<file path="src/hw/raster_pkg.sv">
// shared constants and types for the triangle fill engine
// frame store is 320x240 bytes, one byte per pixel in 3-3-2 colour
// vertex coordinates are unsigned; no sub-pixel precision

package raster_pkg;

  // ------------------------------
  // bus and register file
  localparam int axi_addr_w = 5;
  localparam int axi_data_w = 32;
  localparam int num_regs   = 8;
  // a write here pushes the triangle held in registers 0 to 3
  localparam int reg_kick   = 4;

  // ------------------------------
  // frame store geometry
  localparam int fb_width  = 320;
  localparam int fb_height = 240;
  localparam int fb_depth  = fb_width * fb_height;
  localparam int fb_addr_w = 17;

  // triangle queue
  localparam int tri_fifo_depth = 16;

  // ------------------------------
  // pixel and vertex types
  typedef logic [8:0] vx_t;
  typedef logic [7:0] vy_t;

  // 3 bits red, 3 bits green, 2 bits blue
  typedef struct packed {
    logic [2:0] r;
    logic [2:0] g;
    logic [1:0] b;
  } colour_t;

  typedef struct packed {
    vx_t x;
    vy_t y;
  } vertex_t;

  // v[0] comes from register 0, v[2] from register 2
  typedef struct packed {
    vertex_t [2:0] v;
    colour_t       colour;
  } tri_t;

  typedef enum logic [1:0] {clear_buf, wait_tri, fill_tri} draw_state_t;

  // value written to every pixel during a clear
  localparam colour_t clear_colour = '0;

endpackage
</file>
<file path="src/hw/axi_tri_regs.sv">
// AXI4-Lite slave with 8 word registers, one write outstanding at a time
// byte strobes and protection bits are not used, all writes are full words
// reading register 4 returns the queue full flag in bit 31
// a kick is pushed even when the queue is full; the queue drops it
`timescale 1ns/100ps

module axi_tri_regs
(
  input  logic                                 S_AXI_ACLK,
  input  logic                                 S_AXI_ARESETN,
  input  logic [raster_pkg::axi_addr_w-1:0]    S_AXI_AWADDR,
  input  logic                                 S_AXI_AWVALID,
  output logic                                 S_AXI_AWREADY,
  input  logic [raster_pkg::axi_data_w-1:0]    S_AXI_WDATA,
  input  logic                                 S_AXI_WVALID,
  output logic                                 S_AXI_WREADY,
  output logic [1:0]                           S_AXI_BRESP,
  output logic                                 S_AXI_BVALID,
  input  logic                                 S_AXI_BREADY,
  input  logic [raster_pkg::axi_addr_w-1:0]    S_AXI_ARADDR,
  input  logic                                 S_AXI_ARVALID,
  output logic                                 S_AXI_ARREADY,
  output logic [raster_pkg::axi_data_w-1:0]    S_AXI_RDATA,
  output logic [1:0]                           S_AXI_RRESP,
  output logic                                 S_AXI_RVALID,
  input  logic                                 S_AXI_RREADY,
  input  logic                                 full,
  output logic                                 push,
  output raster_pkg::tri_t                     tri_in
);
  import raster_pkg::*;

  logic [axi_data_w-1:0] slv_regs [num_regs];
  logic [axi_addr_w-1:0] axi_awaddr;
  logic [axi_addr_w-1:0] axi_araddr;
  logic [axi_addr_w-3:0] wr_idx;
  logic [axi_addr_w-3:0] rd_idx;
  logic [axi_data_w-1:0] rd_word;
  // one flop drives both AWREADY and WREADY
  logic                  wr_ready;
  logic                  aw_en;
  logic                  wr_fire;

  // word index, the two low address bits select a byte
  assign wr_idx = axi_awaddr[axi_addr_w-1:2];
  assign rd_idx = axi_araddr[axi_addr_w-1:2];

  assign S_AXI_AWREADY = wr_ready;
  assign S_AXI_WREADY  = wr_ready;
  // every response is OKAY
  assign S_AXI_BRESP   = 2'b00;
  assign S_AXI_RRESP   = 2'b00;

  // ------------------------------
  // write channel
  // address and data are taken together; aw_en holds off the next
  // write until the response has been accepted
  always_ff @(posedge S_AXI_ACLK)
  begin
    if (!S_AXI_ARESETN)
    begin
      wr_ready <= 1'b0;
      aw_en    <= 1'b1;
    end
    else if (!wr_ready && S_AXI_AWVALID && S_AXI_WVALID && aw_en)
    begin
      wr_ready <= 1'b1;
      aw_en    <= 1'b0;
    end
    else
    begin
      wr_ready <= 1'b0;
      if (S_AXI_BREADY && S_AXI_BVALID)
        aw_en <= 1'b1;
    end
  end

  // latch the write address for the data cycle
  always_ff @(posedge S_AXI_ACLK)
  begin
    if (!wr_ready && S_AXI_AWVALID && S_AXI_WVALID && aw_en)
      axi_awaddr <= S_AXI_AWADDR;
  end

  assign wr_fire = wr_ready && S_AXI_AWVALID && S_AXI_WVALID;

  // register file and the triangle push
  always_ff @(posedge S_AXI_ACLK)
  begin
    if (!S_AXI_ARESETN)
    begin
      push <= 1'b0;
      for (int i = 0; i < num_regs; i++)
        slv_regs[i] <= '0;
    end
    else
    begin
      push <= 1'b0;
      if (wr_fire)
      begin
        slv_regs[wr_idx] <= S_AXI_WDATA;
        if (wr_idx == (axi_addr_w-2)'(reg_kick))
          push <= 1'b1;
      end
    end
  end

  // pack vertices and colour from registers 0 to 3, lands with push
  always_ff @(posedge S_AXI_ACLK)
  begin
    if (wr_fire)
    begin
      for (int i = 0; i < 3; i++)
      begin
        tri_in.v[i].x <= slv_regs[i][8:0];
        tri_in.v[i].y <= slv_regs[i][23:16];
      end
      tri_in.colour <= slv_regs[3][7:0];
    end
  end

  // write response, held until BREADY
  always_ff @(posedge S_AXI_ACLK)
  begin
    if (!S_AXI_ARESETN)
      S_AXI_BVALID <= 1'b0;
    else if (wr_fire && !S_AXI_BVALID)
      S_AXI_BVALID <= 1'b1;
    else if (S_AXI_BREADY && S_AXI_BVALID)
      S_AXI_BVALID <= 1'b0;
  end

  // ------------------------------
  // read channel
  always_ff @(posedge S_AXI_ACLK)
  begin
    if (!S_AXI_ARESETN)
      S_AXI_ARREADY <= 1'b0;
    else
      S_AXI_ARREADY <= !S_AXI_ARREADY && S_AXI_ARVALID && !S_AXI_RVALID;
  end

  always_ff @(posedge S_AXI_ACLK)
  begin
    if (!S_AXI_ARREADY && S_AXI_ARVALID && !S_AXI_RVALID)
      axi_araddr <= S_AXI_ARADDR;
  end

  // kick register shows queue status in its top bit
  always_comb
  begin
    rd_word = slv_regs[rd_idx];
    if (rd_idx == (axi_addr_w-2)'(reg_kick))
      rd_word[axi_data_w-1] = full;
  end

  always_ff @(posedge S_AXI_ACLK)
  begin
    if (!S_AXI_ARESETN)
      S_AXI_RVALID <= 1'b0;
    else if (S_AXI_ARREADY && S_AXI_ARVALID && !S_AXI_RVALID)
      S_AXI_RVALID <= 1'b1;
    else if (S_AXI_RVALID && S_AXI_RREADY)
      S_AXI_RVALID <= 1'b0;
  end

  // data held stable while RVALID waits for RREADY
  always_ff @(posedge S_AXI_ACLK)
  begin
    if (S_AXI_ARREADY && S_AXI_ARVALID && !S_AXI_RVALID)
      S_AXI_RDATA <= rd_word;
  end

endmodule

</file>
<file path="config.mk">
export PLATFORM = sky130hd
export DESIGN_NAME = axi_tri_regs
export DESIGN_NICKNAME = d
export VERILOG_FILES = /design/src/hw/raster_pkg.sv /design/src/hw/axi_tri_regs.sv
export SDC_FILE = /design/constraint.sdc
export NUM_CORES = 1
export LEC_CHECK = 0
export ABC_AREA = 0
export BUFFER_PORTS_ARGS = -buffer_cell sky130_fd_sc_hd__buf_2
export CAP_MARGIN = 20
export CORE_UTILIZATION = 60
export CTS_CLUSTER_DIAMETER = 60
export DETAILED_ROUTE_END_ITERATION = 6
export PLACE_DENSITY_LB_ADDON = 0.25
export SETUP_SLACK_MARGIN = 0.2
export SYNTH_ARGS = -nofsm -noshare
export SYNTH_HDL_FRONTEND = slang
export SYNTH_SLANG_ARGS = --single-unit
</file>
<file path="constraint.sdc">
create_clock -name S_AXI_ACLK -period 4.9 [get_ports S_AXI_ACLK]
set_input_delay 0.98 -clock S_AXI_ACLK [delete_from_list [all_inputs] [get_ports S_AXI_ACLK]]
set_output_delay 0.98 -clock S_AXI_ACLK [all_outputs]
set_load 0.03 [all_outputs]
</file>
Yosys cells after proc, flatten, opt, wreduce, memory -nomap -nowiden
Memories as Yosys holds them, arrays and structs flattened. A register that Yosys moved wholly into a read port is not among the register bits.
Cells that the tools add are included.
{ "classes": {"n_reduce_logical": 21, "n_mux": 17, "addsub": 0, "bitwise": 0, "shift": 0, "magnitude_cmp": 0, "eq_ne": 2, "n_div": 0, "n_mul": 0} }
{ "op_table": {"columns": ["op", "count"], "rows": [
  ["32-bit two-way mux", 1],
  ["32-bit OR reduction", 1],
  ["1-bit two-way mux", 14],
  ["1-bit logical AND", 12],
  ["3-bit == test (second input constant)", 2],
  ["3-bit two-way mux", 2],
  ["2-bit nonzero test", 3],
  ["1-bit logical NOT", 4],
  ["2-bit AND reduction", 1]
]} }
{ "totals": {"latchBits": 0, "memories": 1, "elab_cells": 50, "output_inout_bits": 101, "ff_bits": 48, "ramBits": 256, "input_bits": 50, "rom_bits": 0} }
{ "mem_list": {"columns": ["memory", "depth", "word_bits", "rd", "rd_ports_with_merged_regs", "write_ports", "line_no", "rtl"], "rows": [
  ["slv_regs", 8, 32, 5, 5, 8, "axi_tri_regs.sv:33", "logic [axi_data_w-1:0] slv_regs [num_regs];"]
]} }

Depth between registers and ports, before layout
{ "depth": {"depth_word": 7, "mapped_depth": 5, "mapped_depth_nobuf": 3} }

Worst setup path before layout
OpenSTA, ideal clock, no wires.
{ "synth_timing": {"path_kind": "input-to-reg", "startpoint": "in S_AXI_ARESETN", "endpoint": "mem slv_regs[0][0] (enable)", "required_time_ns": 4.506, "slack_ns": 2.186, "n_path_buf": 0, "t_arrival_ns": 2.320, "stages": 3, "setup_ns": 0.394, "cell_sequence": "nand4_2 > nor4_2 > nand2b_1"} }
{ "synth_rtl": {"columns": ["element", "line_no", "rtl"], "rows": [
  ["start, declared", "axi_tri_regs.sv:10", "input logic S_AXI_ARESETN,"],
  ["end, declared", "axi_tri_regs.sv:33", null]
]} }

==> run summary <==
The number of vias in the routed layout is 7286. At the pin with the least slew margin, the transition time is 1.09 ns. Power spread over the standard cell area amounts to 385 nW/µm². The initial antenna violation count was 0. The largest vdd supply drop is 0.000212 V. The final-report hold violation count came out at 0. The required arrival time at the worst endpoint came out at 5.02 ns. The clock tree buffer depth came out at 3. In this run, the number of DRC markers left after iteration 0 of detailed routing was 516. The root buffer cell is sky130_fd_sc_hd__clkbuf_16.

Measured along the x axis, the die boundary spans 159 µm. The clock-pin slew reported for the worst setup and hold paths after clock tree synthesis came out at 0.06 ns. Leaving out fill and tap cells, the most frequent cells in the layout are sky130_fd_sc_hd__edfxtp_1 (353), sky130_fd_sc_hd__and2_1 (259), sky130_fd_sc_hd__buf_2 (142), sky130_fd_sc_hd__mux4_2 (61), sky130_fd_sc_hd__clkbuf_16 (37).

The area of the core is 24200 µm². Leaving out fill and tap cells, the most frequent cell in the layout is sky130_fd_sc_hd__edfxtp_1. Along the worst path, the maximum fanout reaches 33. The number of hold buffers added after CTS came out at 0.

TritonCTS built the clock tree. The tightest hold path in the finished design has a slack of 0.446 ns. The synthesized design contains 362 register bits. The clock period minus worst slack is 3.04 ns. The share of the yosys chip area belonging to registers is 73.1%. The final standard cell utilization of the core is 69.7%. A synthesized cell averages 18.3 µm². The die outline height came out at 159 µm. The via count of the first global-routing pass is 7488.

Across the routed clock network, the largest skew measured is 0.0160 ns. The area growth from synthesis to layout came out at 14.5%. The footprint of the multi-input gates came out at 3780 µm².

The clock net in this run drives a total of 362 sinks. The number of I/O port buffers came out at 142. The final net count is 1005. The total negative slack came out at 0 ns. The filler cell count in the final layout came out at 1577.

The synthesized instance count is 807. Detailed placement finished with a half-perimeter wire length of 14700 µm. Setup repair after global routing left no endpoint under its margin. The H-tree depth reported by CTS is 2.

The floorplan has 57 rows. For this configuration, the core starts out at a cell density of 60.9%. The worst setup path is launched from an input pin.

The die covers 25200 µm². Entering global routing, the biggest net connects 64 pins. The final cell count without fillers is 1303. Yosys mapped the design onto 31 distinct sky130hd cell types. The first global-routing pass estimated 42200 µm of wire. The synthesized cell area came out at 14800 µm². At the end of routability-driven placement, the weighted congestion stood at 0.739.

The total I/O pin count is 151. The proportion of layout cells with a drive suffix above 1 came out at 32.5%. The sequential cell area in the final layout is 10800 µm². Summed over all cells, the static leakage comes to 6.32 nW. STA puts the critical path data arrival time at 3.16 ns. The total of max-cap violations is 0. The routed wirelength normalized by instance count came out at 21.1 µm. The worst setup path is captured at a flip-flop. In this run, placement finished with an instance count of 1240. TritonCTS created 36 clock buffers. Static timing analysis puts the maximum clock frequency at 329 MHz. The number of buffers inserted by post-CTS setup repair is 0. The total global routing track utilization is 22.4%. The routed design has 27600 µm of wire. The final antenna-violating net count came out at 0.

The remaining global-route overflow came out at 0. The run finished with clean final reports. The setup slack of the most critical reg-to-reg path came out at 2.25 ns. The class of the tightest hold or removal check is flip-flop to flip-flop. The first-pass iteration count of the detailed router came out at 5. The worst setup path is of the input pin to flip-flop kind.

The standard cell area after detailed placement came out at 15800 µm². The total setup violations reported at the end of the flow is 0. The routed via count divided by cell count is 5.59. The post-cts sizing count is 0. After routing the design area is 16900 µm². The post-detailed-route DRC marker count came out at 0. The final max-slew violation count is 0.

The total inserted antenna cells is 0. The worst path uses 62.1% of the clock period. The count of yosys warnings during synthesis is 0. In this run the tightest slew margin relative to its limit is 27.2%.

The clock reaches the later pin of the worst-skew pair after 0.51 ns.
[cell families after synthesis]
group | after synthesis | synth area share, %
AO/OA/AOI/OAI | 3 | 0.119
buffers and inverters | 51 | 1.78
flip-flops | 362 | 73.1
multiplexers | 103 | 12.7
other | 1 | 0.0254
AND/OR/NAND/NOR | 287 | 12.4
[flip-flops by register name, indices dropped and copies added, names as in the netlist, 3 cells and up, named ones only]
name,flops
slv_regs,256
S_AXI_RDATA,32
axi_araddr,3
tri_in,59
axi_awaddr,3
[critical path: stages]
cell and delay, ns:
sky130_fd_sc_hd__buf_2 0.30, sky130_fd_sc_hd__nand4_2 0.31, sky130_fd_sc_hd__nor4_4 0.21, sky130_fd_sc_hd__buf_4 0.42, sky130_fd_sc_hd__nand2b_2 0.91
[per-layer routing]
| layer | global-route usage [%] | part of all wire (%) |
|---|---|---|
| met2 | 38.2 | 51 |
| met1 | 29.2 | 41 |
| met3 | 3.76 | 4.8 |
| met5 | 0 | 0 |
| met4 | 8.34 | 3.2 |
[power by group]
group	total (mW)	leakage [nW]	switching [mW]	internal, mW
clock network	2.55	0.534	1.07	1.48
registers	3.58	3.62	0.0813	3.50
logic	0.374	2.17	0.194	0.179
total	6.50	6.32	1.35	5.15
[per-stage QoR]
stage | total power, mW | worst slack, ns
after CTS | 6.54 | 1.83
after detailed placement | 4.02 | 1.31
after global routing | 6.69 | 1.72
final | 6.50 | 1.86
after global placement | 4.01 | 1.34
after floorplan | 3.88 | 2.19
[final timing paths]
kind,start,to,cells past startpoint
hold / removal,slv_regs[0][4],tri_in[20],0
setup / recovery,S_AXI_ARESETN,slv_regs[1][19],5
setup reg to reg,S_AXI_AWREADY,slv_regs[1][19],4
hold reg to reg,slv_regs[0][4],tri_in[20],0
[final cells by class]
| cell class | instances | share of cell area, % |
|---|---|---|
| repair buffers | 155 | 4.86 |
| clock inverters | 13 | 0.511 |
| well taps | 324 | 2.40 |
| multi-input cells | 397 | 22.4 |
| clock buffers | 49 | 5.93 |
| flip-flops and latches | 362 | 63.9 |
| inverters | 3 | 0.0667 |
[cell usage after synthesis (all sizes together)]
library cell | number | area [µm²]
a21oi | 1 | 5.00
and2 | 259 | 1620
and3 | 4 | 25.0
and3b | 1 | 8.76
and4 | 1 | 8.76
and4b | 1 | 10.0
buf | 15 | 128
clkbuf | 33 | 124
conb | 1 | 3.75
dfxtp | 9 | 180
edfxtp | 353 | 10600
inv | 3 | 11.3
mux2 | 34 | 383
mux2i | 6 | 60.1
mux4 | 63 | 1430
nand2 | 2 | 7.51
nand2b | 8 | 50.1
nand3 | 1 | 5.00
nand4 | 1 | 12.5
nor2 | 1 | 3.75
nor2b | 3 | 18.8
nor3 | 2 | 20.0
nor3b | 1 | 7.51
nor4 | 2 | 25.0
o21a | 1 | 7.51
o21ai | 1 | 5.00
Power figures use the tool's default switching activity.
