$ cat config.mk
export PLATFORM = sky130hd
export DESIGN_NAME = tri_fifo
export DESIGN_NICKNAME = d
export VERILOG_FILES = /design/src/hw/tri_fifo.sv
export SDC_FILE = /design/constraint.sdc
export NUM_CORES = 1
export LEC_CHECK = 0
export BUFFER_PORTS_ARGS = -buffer_cell sky130_fd_sc_hd__buf_4
export CORE_MARGIN = 2
export CORE_UTILIZATION = 45
export DETAILED_ROUTE_END_ITERATION = 8
export PLACE_DENSITY = 0.75
export SYNTH_ARGS = -nofsm -noshare
export SYNTH_HDL_FRONTEND = slang
export SYNTH_SLANG_ARGS = --single-unit
$ cat constraint.sdc
create_clock -name S_AXI_ACLK -period 2.4 [get_ports S_AXI_ACLK]
set_clock_uncertainty 0.05 [all_clocks]
set_input_delay 0.36 -clock S_AXI_ACLK [delete_from_list [all_inputs] [get_ports S_AXI_ACLK]]
set_output_delay 0.36 -clock S_AXI_ACLK [all_outputs]
set_load 0.05 [all_outputs]
$ cat src/hw/tri_fifo.sv
// single clock queue for any payload type, head always shown on dout
// push when full and pop when empty are dropped
// depth must be at least 2
`timescale 1ns/100ps

module tri_fifo
#(
  parameter type payload_t = logic,
  parameter int  depth     = 16
)
(
  input  logic     S_AXI_ACLK,
  input  logic     S_AXI_ARESETN,
  input  logic     push,
  input  payload_t din,
  input  logic     pop,
  output payload_t dout,
  output logic     full,
  output logic     empty
);

  payload_t                   mem [depth];
  logic [$clog2(depth)-1:0]   wr_ptr;
  logic [$clog2(depth)-1:0]   rd_ptr;
  logic [$clog2(depth+1)-1:0] count;
  logic                       do_push;
  logic                       do_pop;

  assign do_push = push && !full;
  assign do_pop  = pop && !empty;

  assign full  = count == ($clog2(depth+1))'(depth);
  assign empty = count == '0;
  // show-ahead head
  assign dout  = mem[rd_ptr];

  always_ff @(posedge S_AXI_ACLK)
  begin
    if (do_push)
      mem[wr_ptr] <= din;
  end

  // pointers wrap at depth, count tracks occupancy
  always_ff @(posedge S_AXI_ACLK)
  begin
    if (!S_AXI_ARESETN)
    begin
      wr_ptr <= '0;
      rd_ptr <= '0;
      count  <= '0;
    end
    else
    begin
      if (do_push)
        wr_ptr <= (wr_ptr == ($clog2(depth))'(depth-1)) ? '0 : wr_ptr + 1'b1;
      if (do_pop)
        rd_ptr <= (rd_ptr == ($clog2(depth))'(depth-1)) ? '0 : rd_ptr + 1'b1;
      if (do_push && !do_pop)
        count <= count + 1'b1;
      else if (do_pop && !do_push)
        count <= count - 1'b1;
    end
  end

endmodule

* Word level (Yosys, flattened, before mapping)
Memories as Yosys holds them, arrays and structs flattened. A register that Yosys moved wholly into a read port is not among the register bits.
Index checks and enable logic that the tools add are counted.
** Storage, ports and cells
- Flip-flop bits (word level) :: 13
- Memory bits (writable) :: 16
- Memories :: 1
** Cells by class
- Add/subtract/negate cells :: 4
- Equality and inequality tests :: 3
- Multiplexer cells :: 8
- Reductions and logical operators :: 10
** Memories
- mem :: words 16, bits a word 1, rd ports 1, clocked after memory_dff 1, wr ports 1, line 22 : payload_t mem [depth];
** Operators by type and width (number)
- $mux W4 :: 4
- $mux W5 :: 2
- $add A4 B1 Y4 const B :: 2
- $eq A4 B4 Y1 const B :: 2
- $add A5 B1 Y5 const B :: 1
- $eq A5 B5 Y1 const B :: 1
- $logic_not A5 Y1 :: 1
- $sub A5 B1 Y5 const B :: 1
- $logic_and A1 B1 Y1 :: 4
- $logic_not A1 Y1 :: 4
- $mux W1 :: 2
- $reduce_bool A2 Y1 :: 1

* Depth between registers and ports, before layout
Gate-level depths: netlist of the first run.
- Depth in word-level cells :: 7
- Gate-level depth with buffers :: 11

* Worst setup path before layout of the first run
No wires, ideal clock.
- Kind :: register to register
- Start :: register count[0]
- End :: register count[4]
- Setup time :: 72 ps
- Arrival :: 2484 ps
- Data required time :: 2278 ps
- Slack :: -206 ps
- Cell stages (with the launch flop) :: 11
- Period minus slack after synthesis :: 2606 ps
- Cells stage by stage :: dfxtp_1 -> or4_1 -> buf_6 -> o21ai_2 -> inv_2 -> ha_1 -> fa_1 -> nand3b_1 -> a21o_1 -> a21oi_1 -> mux2i_1
** On the way
- Cells in the longest elaborated chain, start to end :: 6
** RTL lines
- start, declared :: line 25 : logic [$clog2(depth+1)-1:0] count;
- start signal, assigned :: line 59 : count <= count + 1'b1;
- start signal, assigned :: line 61 : count <= count - 1'b1;
- $eq A5 B5 Y1 (*) :: line 32 : assign full = count == ($clog2(depth+1))'(depth);
- $logic_not A1 Y1 (*) :: line 29 : assign do_push = push && !full;
- $logic_and A1 B1 Y1 (*) :: line 29
- via do_push :: line 26 : logic do_push;
- $logic_not A1 Y1 :: line 60 : else if (do_pop && !do_push)
- $logic_and A1 B1 Y1 :: line 60
- $reduce_bool A2 Y1 (no line)
The timed path passes the listed nets; every way through them passes the cells marked *. The select of a mux whose other input is x is not followed.
A chain may end at the register's enable or synchronous reset.

* Worst setup path in the final report of the first run
- Start :: register count[3]
- End :: register count[4]
The elaborated chain is that of the path after synthesis.

==> reports/metrics.yaml, run 1 <==
layout:
  nFillCells: 279
  fin_util_pct: 56.4
  layout_common_cells: "buf_4 (21), edfxtp_1 (16), dfxtp_1 (15)"
  ff_latch_area_sq_um: 826
  drive_gt1_share_pct: 30.1
  n_antenna_cell: 0
  finalNetCount: 178
  syn_to_final_growth_pct: 18.8
  layout_commonest_cell: "buf_4"
  fin_area_sq_mm: 0.00191
  multi_input_area_sq_um: 783
global_routing:
  grt_pass1_vias: 1189
  overflow: 0
  grt_pass1_wl_mm: 5.17
  grt_max_degree: 18
  grt_usage_pct: 16.7
  antenna_found_initial: 0
sta:
  hold_viol: 0
  period_share_pct: 102
  fin_tns_setup_ns: -0.0471
  setup_viol: 1
  period_needed_ns: 2.45
  tightest_slew_ns: 0.322
  clock.fmax_ghz: 0.409
  slew_violations: 0
  holdWs_ns: 0.259
  slew_headroom_pct: 78.5
  rsz0062_at_grt: "true"
  setup_slack_ns: -0.0471
clock_network:
  clk_pin_slew_ns: 0.11
  cts.sinks: 33
  cts_buffers: 5
  cts_buffer_depth: 2
  cts_tree: "built"
  root_buffer: "clkbuf_4"
  h-tree-depth: 2
  insertion_delay_ns: 0.34
critical_path:
  cp.required_ns: 2.63
  path_delay_family: "simple AND/OR/NAND/NOR gates"
  path_max_fanout: 4
  crit_path_end_kind: "register"
  crit_path_max_incr_delay_ns: 0.59
  crit_path_top_delay_cell: "or4_4"
  cp_cell_sequence: "or4_4, o21ai_4, inv_4, ha_4, fa_2, nand3b_1, a21o_1, a21oi_2, mux2i_1"
  cp-start-kind: "register"
  path_class: "register to register"
  worst_ep_arrival_time_ns: 2.68
  worst-path-buf-inv: 1
route:
  via_per_inst: 5.06
  drcViolationCount: 0
  top_layer: "met4"
  dr_wl_met3_microns: 76
  drtIter0Drc: 30
  drt_wl_total_mm: 2.99
  wl_met1_mm: 1.22
  wl_met2_mm: 1.64
  avgRoutedWirePerCell_microns: 14.3
  drtAntennaViolNets: 0
  dr_total_vias: 1058
  drtPass1Iterations: 4
placed_design:
  place_area_sq_mm: 0.00182
  io_buffers: 7
  hpwl_mm: 2.23
  gp_congestion: 0.777
run:
  drv_cap: 0
synth:
  syn_area_sq_mm: 0.00161
  yosysWarnings: 0
  synthCells: 139
  synthesis.nets: 155
  synthArstFlopShare_pct: 0
  yosysSeqAreaShare_pct: 51.1
  synth-edff-count: 16
  synth_seq_cells: 33
  ys.flop_type: "dfxtp_1"
  syn_avg_cell_area_sq_um: 11.6
  ys_types: 35
floorplan:
  rows: 21
  chipWidth_microns: 63.8
  die_area_sq_mm: 0.00407
  die_h_microns: 63.8
  core_area_sq_mm: 0.00339
  ios: 8
  start_util_pct: 47.4
outcome:
  status: "finished, violations left"
  violations: "negative setup slack"
power:
  peakVddDrop_mv: 0.568
  power.total_mw: 1.89
  p_per_area_mw_per_mm2: 987
  p_leak_nw: 0.694
worst_hold_path:
  hold_path.class: "input pin to register"
==> synth_stat cells (all sizes together) (3+ instances only) <==
| library cell | instances | share of area (%) |
|---|---|---|
| a21oi | 5 | 1.6 |
| and2 | 5 | 1.9 |
| clkbuf | 3 | 0.78 |
| dfxtp | 17 | 21 |
| edfxtp | 16 | 30 |
| ha | 10 | 7.8 |
| inv | 7 | 1.6 |
| mux2i | 4 | 2.5 |
| mux4 | 5 | 7.0 |
| nand2 | 13 | 3.0 |
| nand2b | 4 | 1.6 |
| nand3 | 5 | 1.6 |
| nor2 | 14 | 3.3 |
| nor2b | 3 | 1.2 |
| nor3 | 4 | 1.2 |
| o21ai | 5 | 2.5 |
| xnor2 | 4 | 2.2 |
==> per-stage QoR <==
| step | instances | worst slack, ns |
|---|---|---|
| 2_1_floorplan | 139 | -0.0526 |
| 3_3_place_gp | 200 | -0.0308 |
| 3_5_place_dp | 200 | -0.0871 |
| 4_1_cts | 210 | -0.0818 |
| 5_1_grt | 209 | -0.156 |
| 6_report | 209 | -0.0471 |
==> cell families (layout without fill, tap and decap cells) <==
group | count (synthesis) | after routing | synth area share [%]
simple gates | 51 | 51 | 15.2
flops | 33 | 33 | 51.1
compound gates | 18 | 18 | 9.18
buf+inv | 12 | 36 | 3.35
fa+ha+maj | 11 | 11 | 9.03
mux | 9 | 9 | 9.49
xor+xnor | 5 | 5 | 2.72
==> final cells by class <==
| cell class | count | area share [%] |
|---|---|---|
| clock inverter | 3 | 0.917 |
| sequential | 33 | 43.2 |
| multi-input combinational | 94 | 41.0 |
| clock buffer | 5 | 1.96 |
| inverter | 7 | 1.64 |
| tap | 46 | 3.01 |
| timing repair buffer | 21 | 8.25 |
==> where the power goes <==
part	internal [mW]	switching, mW
combinational	0.425	0.432
sequential	0.659	0.0661
clock	0.110	0.194
==> final timing paths <==
check	slack, ns	startpoint	endpoint	cells after the start
worst min register to register	0.49	rd_ptr[0]$_SDFFE_PN0N_	register	2
worst max register to register	-0.05	count[3]$_SDFFE_PN0P_	count[4]$_SDFFE_PN0P_	9
worst max-delay path	-0.05	count[3]$_SDFFE_PN0P_	count[4]$_SDFFE_PN0P_	9
worst min-delay path	0.26	din	mem[3]$_DFFE_PP_	1
==> metal layers <==
layer  GRT usage (%)  up-vias
met5               0        -
met2            31.6       16
li1                -      538
met1            17.5      499
met4            7.88        0
met3            3.70        5
==> what timing repair did <==
item,4_1_cts,5_1_grt
hold buffers,0,0
pin swaps,3,3
gates resized for setup,6,5
setup endpoints to repair,4,4
setup buffers,2,0
(Power assumes the default switching activity.)
==> run 2, diff against run 1 <==
- CTS_BUF_LIST: default -> sky130_fd_sc_hd__clkbuf_8
- RECOVER_POWER: default -> 100
==> run 2 against run 1 <==
- the flow still finishes with violations (negative setup slack)
- maximum frequency increased by 0.46%
- via count increased by 0.19%
- first-iteration DRC count rose by 33%
- global-route usage up 0.22 points
- die area unchanged
- non-clock buffer count stayed put
- register-to-register slack about the same
- critical path depth did not move
- power grew 5.1%
- final cell count unchanged
- flip-flop and latch count did not move
- critical path type unchanged
==> reports/metrics.yaml, run 2 (same netlist as run 1, synthesis figures left out) <==
global_routing:
  grt_pass1_wl_mm: 5.21  # +0.79%
  antenna_found_initial: 0  # unchanged
  grt_pass1_vias: 1190  # +0.084%
  grt_usage_pct: 17.0  # +0.22 points
  grt_max_degree: 18  # unchanged
  overflow: 0  # unchanged
floorplan:
  chipWidth_microns: 63.8  # unchanged
  core_area_sq_mm: 0.00339  # unchanged
  rows: 21  # unchanged
  ios: 8  # unchanged
  die_h_microns: 63.8  # unchanged
  start_util_pct: 47.4  # unchanged
  die_area_sq_mm: 0.00407  # unchanged
layout:
  fin_util_pct: 57.1  # +0.74 points
  n_antenna_cell: 0  # unchanged
  syn_to_final_growth_pct: 20.4
  layout_common_cells: "buf_4 (19), edfxtp_1 (16), dfxtp_1 (15)"
  drive_gt1_share_pct: 29.4  # -0.61 points
  layout_commonest_cell: "buf_4"
  finalNetCount: 178  # unchanged
clock_network:
  cts_buffer_depth: 2  # unchanged
  insertion_delay_ns: 0.29  # -0.05 ns
  cts-hold-fix-buffers: 0  # unchanged
  clk_pin_slew_ns: 0.07  # -0.04 ns
  h-tree-depth: 2  # unchanged
  cts_tree: "built"
  cts.sinks: 33  # unchanged
  root_buffer: "clkbuf_8"
  cts_buffers: 5  # unchanged
sta:
  setup_viol: 1  # unchanged
  tightest_slew_ns: 0.538  # +0.216 ns
  slew_violations: 0  # unchanged
  fin_tns_setup_ns: -0.0359  # +0.0113 ns
  slew_headroom_pct: 64.1  # -14 points
  period_share_pct: 101  # -0.47 points
  hold_viol: 0  # unchanged
  setup_slack_ns: -0.0359  # +0.0113 ns
  clock.fmax_ghz: 0.411  # +0.46%
  period_needed_ns: 2.44  # -0.0113 ns
  rsz0062_at_grt: "true"
placed_design:
  io_buffers: 7  # unchanged
  gp_congestion: 0.777  # unchanged
  hpwl_mm: 2.23  # unchanged
  place_ws_ns: -0.0871  # unchanged
route:
  drtAntennaViolNets: 0  # unchanged
  via_per_inst: 5.07  # +0.19%
  drcViolationCount: 0  # unchanged
  drtIter0Drc: 40  # +33%
  avgRoutedWirePerCell_microns: 14.3  # +0.17%
  drtPass1Iterations: 4  # unchanged
  dr_total_vias: 1060  # +0.19%
  drt_wl_total_mm: 2.99  # +0.17%
worst_hold_path:
  hold_depth: 3  # +2
  hold-path-endpoint: "count[3]$_SDFFE_PN0P_"
  hold_start: "S_AXI_ARESETN"
  hold_path.class: "input pin to register"
critical_path:
  cp_cell_sequence: "or4_4, o21ai_4, inv_4, ha_4, fa_2, nand3b_1, a21o_1, a21oi_2, mux2i_1"
  path_max_fanout: 4  # unchanged
  cp.required_ns: 2.57  # -0.06 ns
  cp-start-kind: "register"
  crit_path_top_delay_cell: "or4_4"
  path_class: "register to register"
  rr_worst_depth: 9  # unchanged
  rr_endpoint: "count[4]$_SDFFE_PN0P_"
  path_delay_family: "simple AND/OR/NAND/NOR gates"
  crit_path_end_kind: "register"
  r2r_start: "count[3]$_SDFFE_PN0P_"
  worst_ep_arrival_time_ns: 2.61  # -0.07 ns
  crit_path_max_incr_delay_ns: 0.59  # about the same
  worst-path-buf-inv: 1  # unchanged
  r2r_slack_ns: -0.04  # about the same
power:
  p_per_area_mw_per_mm2: 1020  # +3.7%
  peakVddDrop_mv: 0.526  # -7.5%
  power.total_mw: 1.98  # +5.1%
  p_leak_nw: 0.702  # +1.1%
outcome:
  violations: "negative setup slack"
  status: "finished, violations left"
run:
  drv_cap: 0  # unchanged
-- run 2: layout make-up --
cell class,instances,area (sq um)
Timing Repair Buffer,21,154
Multi-Input combinational cell,94,783
Sequential cell,33,823
Clock inverter,3,17.5
Inverter,7,31.3
Fill cell,277,1450
Clock buffer,5,68.8
Tap cell,46,57.6
-- run 2: report_power, final --
group	switching (mW)	leakage [nW]	internal [mW]
clock	0.206	0.0439	0.200
sequential	0.0668	0.284	0.657
combinational	0.430	0.374	0.422
-- run 2: how the worst max path moves through the flow --
stage	start	end	slack (ns)	cells after the start
final	count[3]$_SDFFE_PN0P_	count[4]$_SDFFE_PN0P_	-0.04	9
after global routing	count[3]$_SDFFE_PN0P_	count[4]$_SDFFE_PN0P_	-0.15	9
after CTS	count[3]$_SDFFE_PN0P_	count[4]$_SDFFE_PN0P_	-0.07	10
after detailed placement	count[3]$_SDFFE_PN0P_	count[4]$_SDFFE_PN0P_	-0.09	11
after global placement	count[3]$_SDFFE_PN0P_	count[4]$_SDFFE_PN0P_	-0.03	10
after floorplan	count[3]$_SDFFE_PN0P_	count[4]$_SDFFE_PN0P_	-0.05	10
-- run 2: worst reg2reg max path: cells and delay by family (launching register included) --
kind / cells / cell delay [ns]
adders and majority gates: 2 / 0.50
AOI/OAI and AO/OA: 3 / 0.49
and+or+nand+nor: 2 / 0.78
muxes: 1 / 0.17
buffers and inverters: 1 / 0.05
DFF: 1 / 0.33
-- run 2: routing by layer --
metal,wire length [microns],vias up,global-route usage (%),part of all wire (%)
met5,0,-,0,0
li1,-,535,-,-
met1,1220,505,17.4,41
met4,50,0,7.07,1.7
met2,1640,13,32.4,55
met3,83,7,4.23,2.8
-- run 2: through the flow --
step | hold WS (ns) | std cells | cell area [sq um]
after detailed placement | 0.470 | 200 | 1820
after global routing | 0.382 | 209 | 1940
after global placement | 0.443 | 200 | 1820
after floorplan | 0.409 | 139 | 1640
after CTS | 0.320 | 210 | 1940
final | 0.361 | 209 | 1940
-- run 2: repair_timing --
| item | in CTS | in global routing |
|---|---|---|
| endpoints found under the hold margin | 0 | 0 |
| resized for setup | 5 | 4 |
| endpoints found under the setup margin | 3 | 3 |
| buffers inserted | 2 | 0 |
| pin swaps | 3 | 3 |
